--- src/aurora_link_pkg.sv ---
package aurora_link_pkg;

    //////////////////////////////////////////////////
    // Lane geometry of the single-lane link
    //////////////////////////////////////////////////

    // One Aurora lane moves four bytes per beat
    parameter int unsigned LANE_BYTES = 4;
    parameter int unsigned LANE_BITS  = 8 * LANE_BYTES;   // Width of one stream beat

    // A byte count becomes a lane word count after dropping these low bits
    parameter int unsigned BYTE_SHIFT = $clog2(LANE_BYTES);

    //////////////////////////////////////////////////
    // Field widths shared by both ends of the link
    //////////////////////////////////////////////////

    parameter int unsigned SEQ_BITS = 8;    // Sequence number wraps modulo 256
    parameter int unsigned ID_BITS  = 8;    // Bus ids and FPGA ids have the same width

    // One beat on s_axi_tx_tdata
    typedef logic [LANE_BITS-1:0] lane_word_t;

    // The receiver expects these to count up by one per packet
    typedef logic [SEQ_BITS-1:0] seq_num_t;

endpackage

--- src/packet_format_pkg.sv ---
package packet_format_pkg;

    //////////////////////////////////////////////////
    // Header layout of a FIFO packet
    //////////////////////////////////////////////////

    parameter int unsigned HEADER_BITS      = 64;
    parameter int unsigned HEADER_BEATS     = HEADER_BITS / aurora_link_pkg::LANE_BITS;
    parameter int unsigned RESERVED_BITS    = 32;
    parameter int unsigned VALID_BYTES_BITS = 16;

    // The valid byte count divided by four gives the payload word count
    parameter int unsigned WORD_COUNT_BITS  = VALID_BYTES_BITS - aurora_link_pkg::BYTE_SHIFT;

    typedef logic [aurora_link_pkg::ID_BITS-1:0] fpga_id_t;
    typedef logic [WORD_COUNT_BITS-1:0]          word_count_t;

    // Fields in transmit order with the bus id in the top byte
    typedef struct packed {
        logic [aurora_link_pkg::ID_BITS-1:0] bus_id;        // Replaced by the sequence number
        fpga_id_t                            src_id;        // FPGA that created the packet
        logic [RESERVED_BITS-1:0]            reserved;
        logic [VALID_BYTES_BITS-1:0]         valid_bytes;   // Payload size in bytes
    } header_fields_t;

    // The fetch stage decodes fields and the serializer sends two beats
    typedef union packed {
        header_fields_t                                fields;
        aurora_link_pkg::lane_word_t [HEADER_BEATS-1:0] beats;  // Index 1 goes out first
    } header_word_u;

    // The header sits at the top of the packet word and the payload follows below it
    function automatic int unsigned header_lsb(input int unsigned packet_bits);
        return packet_bits - HEADER_BITS;
    endfunction

endpackage

--- src/packet_if.sv ---
`timescale 1ns/1ps

// Carries one filtered and stamped packet from the fetch stage to the serializer
interface packet_if #(
    parameter int unsigned PACKET_SIZE_BITS = 256
);
    import packet_format_pkg::*;

    logic                        valid;        // Packet and word_count hold while this waits
    logic                        ready;        // Serializer is idle and can load
    logic [PACKET_SIZE_BITS-1:0] packet;       // Whole packet with the sequence number in place
    word_count_t                 word_count;   // Payload words after the two header beats

    // Fetch side
    modport source (
        output valid,
        output packet,
        output word_count,
        input  ready
    );

    // Serializer side
    modport sink (
        input  valid,
        input  packet,
        input  word_count,
        output ready
    );

endinterface

--- src/aurora_tx_top.sv ---
`timescale 1ns/1ps

module aurora_tx_top #(
    parameter int unsigned                 PACKET_SIZE_BITS = 256,
    parameter packet_format_pkg::fpga_id_t ID_TARGET_FPGA   = 8'h01
) (
    input  logic                                 user_clk,
    input  logic                                 reset_TX_RX_Block,
    // FWFT packet FIFO
    input  logic                                 empty,
    output logic                                 rd_en,
    input  logic [PACKET_SIZE_BITS-1:0]          dout,
    // Aurora user port
    output logic [aurora_link_pkg::LANE_BITS-1:0] s_axi_tx_tdata,
    output logic                                 s_axi_tx_tvalid,
    output logic                                 s_axi_tx_tlast,
    input  logic                                 s_axi_tx_tready
);

    // One packet can wait here while the serializer sends the previous one
    packet_if #(
        .PACKET_SIZE_BITS (PACKET_SIZE_BITS)
    ) pkt_link ();

    // Pops, filters and stamps packets
    packet_fetch #(
        .PACKET_SIZE_BITS (PACKET_SIZE_BITS),
        .ID_TARGET_FPGA   (ID_TARGET_FPGA)
    ) packet_fetch_inst (
        .user_clk          (user_clk),
        .reset_TX_RX_Block (reset_TX_RX_Block),
        .empty             (empty),
        .rd_en             (rd_en),
        .dout              (dout),
        .pkt               (pkt_link.source)
    );

    // Sends header and payload beats under back-pressure
    beat_serializer #(
        .PACKET_SIZE_BITS (PACKET_SIZE_BITS)
    ) beat_serializer_inst (
        .user_clk          (user_clk),
        .reset_TX_RX_Block (reset_TX_RX_Block),
        .pkt               (pkt_link.sink),
        .s_axi_tx_tdata    (s_axi_tx_tdata),
        .s_axi_tx_tvalid   (s_axi_tx_tvalid),
        .s_axi_tx_tlast    (s_axi_tx_tlast),
        .s_axi_tx_tready   (s_axi_tx_tready)
    );

endmodule

--- src/beat_serializer.sv ---
`timescale 1ns/1ps

module beat_serializer #(
    parameter int unsigned PACKET_SIZE_BITS = 256
) (
    input  logic                        user_clk,
    input  logic                        reset_TX_RX_Block,
    packet_if.sink                      pkt,
    output aurora_link_pkg::lane_word_t s_axi_tx_tdata,
    output logic                        s_axi_tx_tvalid,
    output logic                        s_axi_tx_tlast,
    input  logic                        s_axi_tx_tready
);
    import aurora_link_pkg::*;
    import packet_format_pkg::*;

    localparam int unsigned HDR_LSB   = header_lsb(PACKET_SIZE_BITS);
    localparam int unsigned MAX_BEATS = PACKET_SIZE_BITS / LANE_BITS;
    localparam int unsigned PEND_BITS = $clog2(MAX_BEATS + 1);

    logic [PACKET_SIZE_BITS-1:0] shift_reg;    // Beats not yet handed to the output register
    logic [PEND_BITS-1:0]        pending;      // Beats left in shift_reg
    header_word_u                top_view;
    logic                        take_pkt;
    logic                        present;

    //////////////////////////////////////////////////
    // Beat selection
    //////////////////////////////////////////////////

    // The top lane of the register is always the next beat to go out
    assign top_view = shift_reg[HDR_LSB +: HEADER_BITS];

    assign take_pkt = pkt.valid && pkt.ready;

    // A new beat moves out when the output register is empty or its beat transfers
    assign present = (pending != '0) && (!s_axi_tx_tvalid || s_axi_tx_tready);

    //////////////////////////////////////////////////
    // Control and beat counting
    //////////////////////////////////////////////////

    always_ff @(posedge user_clk) begin
        if (reset_TX_RX_Block) begin
            pending         <= '0;
            pkt.ready       <= 1'b1;   // Idle stage accepts a packet
            s_axi_tx_tvalid <= 1'b0;
            s_axi_tx_tlast  <= 1'b0;
        end else begin
            // Load only happens with pending at zero so it never meets present
            if (take_pkt) begin
                pending   <= PEND_BITS'(HEADER_BEATS + pkt.word_count);
                pkt.ready <= 1'b0;
            end else if (present) begin
                pending <= pending - 1'b1;
                // Last beat leaves the register so the next packet may load behind it
                if (pending == PEND_BITS'(1)) begin
                    pkt.ready <= 1'b1;
                end
            end

            // Output handshake
            if (present) begin
                s_axi_tx_tvalid <= 1'b1;
                s_axi_tx_tlast  <= (pending == PEND_BITS'(1));
            end else if (s_axi_tx_tvalid && s_axi_tx_tready) begin
                s_axi_tx_tvalid <= 1'b0;   // Nothing queued behind the beat that just went
                s_axi_tx_tlast  <= 1'b0;
            end
        end
    end

    // Data path
    always_ff @(posedge user_clk) begin
        if (take_pkt) begin
            shift_reg <= pkt.packet;
        end else if (present) begin
            shift_reg <= {shift_reg[PACKET_SIZE_BITS-LANE_BITS-1:0], {LANE_BITS{1'b0}}};
        end
        if (present) begin
            s_axi_tx_tdata <= top_view.beats[HEADER_BEATS-1];
        end
    end

    //////////////////////////////////////////////////
    // Stream protocol checks
    //////////////////////////////////////////////////

    // A waiting beat must not change until the Aurora core takes it
    a_hold_under_backpressure : assert property (
        @(posedge user_clk) disable iff (reset_TX_RX_Block)
        s_axi_tx_tvalid && !s_axi_tx_tready |=>
            s_axi_tx_tvalid && $stable(s_axi_tx_tdata) && $stable(s_axi_tx_tlast)
    ) else $error("Beat changed while waiting for tready");

    a_tlast_needs_tvalid : assert property (
        @(posedge user_clk) disable iff (reset_TX_RX_Block)
        s_axi_tx_tlast |-> s_axi_tx_tvalid
    ) else $error("tlast high without tvalid");

endmodule

--- src/packet_fetch.sv ---
`timescale 1ns/1ps

module packet_fetch #(
    parameter int unsigned                 PACKET_SIZE_BITS = 256,
    parameter packet_format_pkg::fpga_id_t ID_TARGET_FPGA   = 8'h01
) (
    input  logic                        user_clk,
    input  logic                        reset_TX_RX_Block,
    input  logic                        empty,
    output logic                        rd_en,
    input  logic [PACKET_SIZE_BITS-1:0] dout,
    packet_if.source                    pkt
);
    import aurora_link_pkg::*;
    import packet_format_pkg::*;

    localparam int unsigned HDR_LSB   = header_lsb(PACKET_SIZE_BITS);
    // Most payload words that fit behind the header
    localparam int unsigned MAX_WORDS = (PACKET_SIZE_BITS - HEADER_BITS) / LANE_BITS;

    logic [PACKET_SIZE_BITS-1:0] pkt_buf;       // The single packet buffer
    logic                        loaded;        // Captured last edge and filter decision is due
    logic                        buf_free;
    logic                        drop;
    logic                        handoff;       // Packet moves to the serializer on this edge
    header_word_u                hdr;
    header_word_u                hdr_stamped;
    word_count_t                 word_count;
    seq_num_t                    seq_num;

    //////////////////////////////////////////////////
    // Header decode and filter
    //////////////////////////////////////////////////

    assign hdr        = pkt_buf[HDR_LSB +: HEADER_BITS];
    assign word_count = hdr.fields.valid_bytes[VALID_BYTES_BITS-1:BYTE_SHIFT];  // Bytes over four

    // A packet from the far end FPGA would loop forever in a broadcast
    assign drop = (hdr.fields.src_id == ID_TARGET_FPGA) ||
                  (word_count == '0) ||
                  (word_count > MAX_WORDS);

    // Sequence number goes where the bus id was
    always_comb begin
        hdr_stamped               = hdr;
        hdr_stamped.fields.bus_id = seq_num;
    end

    //////////////////////////////////////////////////
    // FIFO read and handoff control
    //////////////////////////////////////////////////

    // The buffer counts as busy from the read request until the handoff
    assign buf_free = !rd_en && !loaded && !pkt.valid;
    assign handoff  = pkt.valid && pkt.ready;

    always_ff @(posedge user_clk) begin
        if (reset_TX_RX_Block) begin
            rd_en     <= 1'b0;
            loaded    <= 1'b0;
            pkt.valid <= 1'b0;
            seq_num   <= '0;
        end else begin
            rd_en  <= !empty && buf_free;   // One cycle pulse since rd_en itself marks the buffer busy
            loaded <= rd_en;                // FWFT data is captured on the rd_en edge

            // A dropped packet just lets loaded fall and the buffer is free again
            if (loaded && !drop) begin
                pkt.valid <= 1'b1;
            end else if (handoff) begin
                pkt.valid <= 1'b0;
            end

            // Only forwarded packets consume a sequence number
            if (handoff) begin
                seq_num <= seq_num + 1'b1;
            end
        end
    end

    // Payload buffer
    always_ff @(posedge user_clk) begin
        if (rd_en) begin
            pkt_buf <= dout;
        end else if (loaded && !drop) begin
            pkt_buf[HDR_LSB +: HEADER_BITS] <= hdr_stamped;   // Stamp in place while deciding
        end
    end

    assign pkt.packet     = pkt_buf;
    assign pkt.word_count = word_count;

    // The FIFO must hold a word whenever it is popped
    a_no_pop_when_empty : assert property (
        @(posedge user_clk) disable iff (reset_TX_RX_Block)
        rd_en |-> !empty
    ) else $error("rd_en high while the FIFO is empty");

endmodule

--- config.mk ---
export PLATFORM = sky130hd
export DESIGN_NAME = aurora_tx_top
export DESIGN_NICKNAME = d
export VERILOG_FILES = /design/src/aurora_link_pkg.sv /design/src/packet_format_pkg.sv /design/src/packet_if.sv /design/src/aurora_tx_top.sv /design/src/beat_serializer.sv /design/src/packet_fetch.sv
export SDC_FILE = /design/constraint.sdc
export NUM_CORES = 1
export LEC_CHECK = 0
export BUFFER_PORTS_ARGS = -buffer_cell sky130_fd_sc_hd__buf_4
export CORE_UTILIZATION = 55
export CTS_CLUSTER_SIZE = 28
export DETAILED_ROUTE_END_ITERATION = 16
export PLACE_DENSITY_LB_ADDON = 0.15
export SLEW_MARGIN = 20
export SYNTH_ARGS = -nofsm -noshare
export SYNTH_HDL_FRONTEND = slang
export SYNTH_HIERARCHICAL = 1
export SYNTH_SLANG_ARGS = --single-unit
--- constraint.sdc ---
create_clock -name user_clk -period 41 [get_ports user_clk]
set_clock_uncertainty 0.2 [all_clocks]
set_input_delay 8.2 -clock user_clk [delete_from_list [all_inputs] [get_ports user_clk]]
set_output_delay 8.2 -clock user_clk [all_outputs]
set_load 0.01 [all_outputs]
==> flow_summary.json <==
{
  "syn_area_um2": 20800,
  "die_area_um2": 38600,
  "postRouteAntennaNets": 0,
  "critPathArrivalTime_ns": 10.03,
  "p_int_uw": 1280,
  "run_status": "finished, final reports clean",
  "diodes": 0,
  "grt_pass1_wl_mm": 53.2,
  "relSlewSlack_pct": 32.9,
  "p_seq_share_pct": 56.1,
  "final_core_util_pct": 67.9,
  "worst_slew_pin_slew_ns": 1.01,
  "clock_latency_ns": 0.59,
  "slew_violations": 0,
  "cts_root_buf": "clkbuf_16",
  "hold_path.class": "reg -> reg",
  "holdPathEnd": "beat_serializer_inst/s_axi_tx_tdata[2]",
  "hold_violations": 0,
  "syn_area_per_cell_um2": 20.4,
  "timing.final.crit_share_pct": 24.5,
  "peakVddDrop_mv": 0.0461,
  "cp-end-kind": "register",
  "critPathTopFamily": "buffers and inverters",
  "dieHeight_um": 196,
  "switching_share_pct": 23.9,
  "cellLeakagePower_uw": 0.00908,
  "cts_tree": "yes",
  "portBuffers": 294,
  "cts_setup_buffers": 0,
  "cap_violations": 0,
  "wirelength_mm": 35.3,
  "syn2layout_area_growth_pct": 20.5,
  "finalNetCount": 1605,
  "cpMaxStageDelayCell": "buf_4",
  "r2r_slack_ns": 37.60,
  "clk_pin_slew_ns": 0.06,
  "antenna_found_initial": 1,
  "worstSetupPathType": "in -> reg",
  "rsz0062_at_grt": "no",
  "globalRouteTotalUtil_pct": 18.4,
  "path_max_fanout": 75,
  "cp_common_cell": "buf_4",
  "powerDensity_nw_per_um2": 67.0,
  "holdPathStages": 0,
  "max_freq_mhz": 99.7,
  "final.min_clock_period_ns": 10.03,
  "syn_nets": 1284,
  "h-tree-depth": 2,
  "cp_slowest_stage_delay_ns": 0.85,
  "cts_hold_buf": 0,
  "drive_gt1_share_pct": 43.7,
  "multi_input_area_um2": 3760,
  "startpoint_type": "input pin",
  "clock-sinks": 562,
  "grt_max_degree": 102,
  "via_per_inst": 5.06,
  "cts-buffers-inserted": 55,
  "fill_cells": 2431,
  "initialDrtViolationCount": 506,
  "crit_buf_inv": 3,
  "reg2reg_from": "beat_serializer_inst/pkt.ready",
  "io_pins": 295,
  "coreArea_um2": 36900,
  "drc": 0,
  "vias": 9549,
  "rr_worst_depth": 4,
  "first_global_vias": 9771,
  "start_util_pct": 56.4,
  "regArea_um2": 16700,
  "p_clk_share_pct": 27.0,
  "cts_resized": 0,
  "yosysWarnings": 6,
  "worstPathRequired_ns": 41.00,
  "dp_hpwl_mm": 21.9,
  "p_sw_uw": 401,
  "cts_buffer_depth": 3,
  "rows": 70,
  "finalSetupViolations": 0,
  "syn_inst": 1019,
  "reg2reg_to": "beat_serializer_inst/shift_reg[162]",
  "power_frac_comb_pct": 16.8,
  "tns_ns": 0,
  "avgRoutedWirePerCell_um": 18.7,
  "firstDrtPassIters": 5,
  "die_x_um": 196,
  "gp_congestion": 0.775,
  "path_cells": "buf_4 -> nor2b_4 -> o21ai_4 -> buf_4 -> buf_4",
  "hp-start": "beat_serializer_inst/shift_reg[226]",
  "grt_overflow_total": 0
}
-- worst max path at each step --
| stage | start | slack [ns] | end | cells after the start |
|---|---|---|---|---|
| 3_3_place_gp | s_axi_tx_tready | 30.22 | beat_serializer_inst/shift_reg[244] | 5 |
| 2_1_floorplan | s_axi_tx_tready | 13.40 | beat_serializer_inst/shift_reg[0] | 3 |
| 4_1_cts | s_axi_tx_tready | 30.83 | beat_serializer_inst/shift_reg[244] | 5 |
| 3_5_place_dp | s_axi_tx_tready | 30.21 | beat_serializer_inst/shift_reg[245] | 5 |
| 5_1_grt | s_axi_tx_tready | 30.82 | beat_serializer_inst/shift_reg[49] | 5 |
| 6_report | s_axi_tx_tready | 30.97 | beat_serializer_inst/shift_reg[12] | 5 |
-- cells in the final DEF, fill, tap and decap left out, types with 2 or more instances in the layout --
cell and instances:
nand2_1 7, nor2_1 9, mux2_2 222, nand4b_1 2
nor4_1 3, edfxtp_1 544, clkbuf_16 55, o31ai_1 3
clkinv_1 15, dfxtp_1 17, nor4b_1 3, ha_1 5
inv_6 3, nor2b_1 2, buf_6 3, clkinv_2 5
or3_2 2, mux2_1 10, a21oi_1 8, a311oi_1 2
nand4_1 2, nand3_1 5, inv_1 6, and2_1 56
or3_1 3, buf_4 305, xor2_1 2, o21ai_0 8
clkbuf_1 21, or4_1 5, and3_1 32
-- metrics by stage --
step	std cells	setup WS (ns)	total power, µW	hold WS (ns)	area (µm²)
finish	1888	30.97	1680	0.213	25000
global route	1888	30.82	1750	0.221	25000
CTS	1888	30.83	1700	0.216	25000
detailed placement	1787	30.21	1240	0.205	23400
global placement	1787	30.22	1230	0.202	23400
floorplan	1019	13.40	1260	0.200	20800
-- per-layer routing --
metal	wire length [µm]	vias up	global-route usage, %
li1	-	4622	-
met1	15400	4590	24.8
met2	17100	291	29.8
met3	2120	46	4.19
met4	671	0	5.99
met5	0	-	0
-- final cells by class --
class | instances | share of cell area [%]
Clock inverter | 25 | 0.585
Inverter | 6 | 0.0900
Tap cell | 504 | 2.52
Sequential cell | 562 | 66.7
Timing Repair Buffer | 308 | 9.28
Multi-Input combinational cell | 407 | 15.0
Clock buffer | 76 | 5.81
-- power by group through the flow --
stage,registers (µW),logic (µW),clock network [µW]
detailed placement,955,283,0
global placement,948,280,0
CTS,944,288,463
floorplan,1090,169,0
global route,958,310,485
finish,941,282,453
No activity file was read; power rests on OpenSTA's default activity.
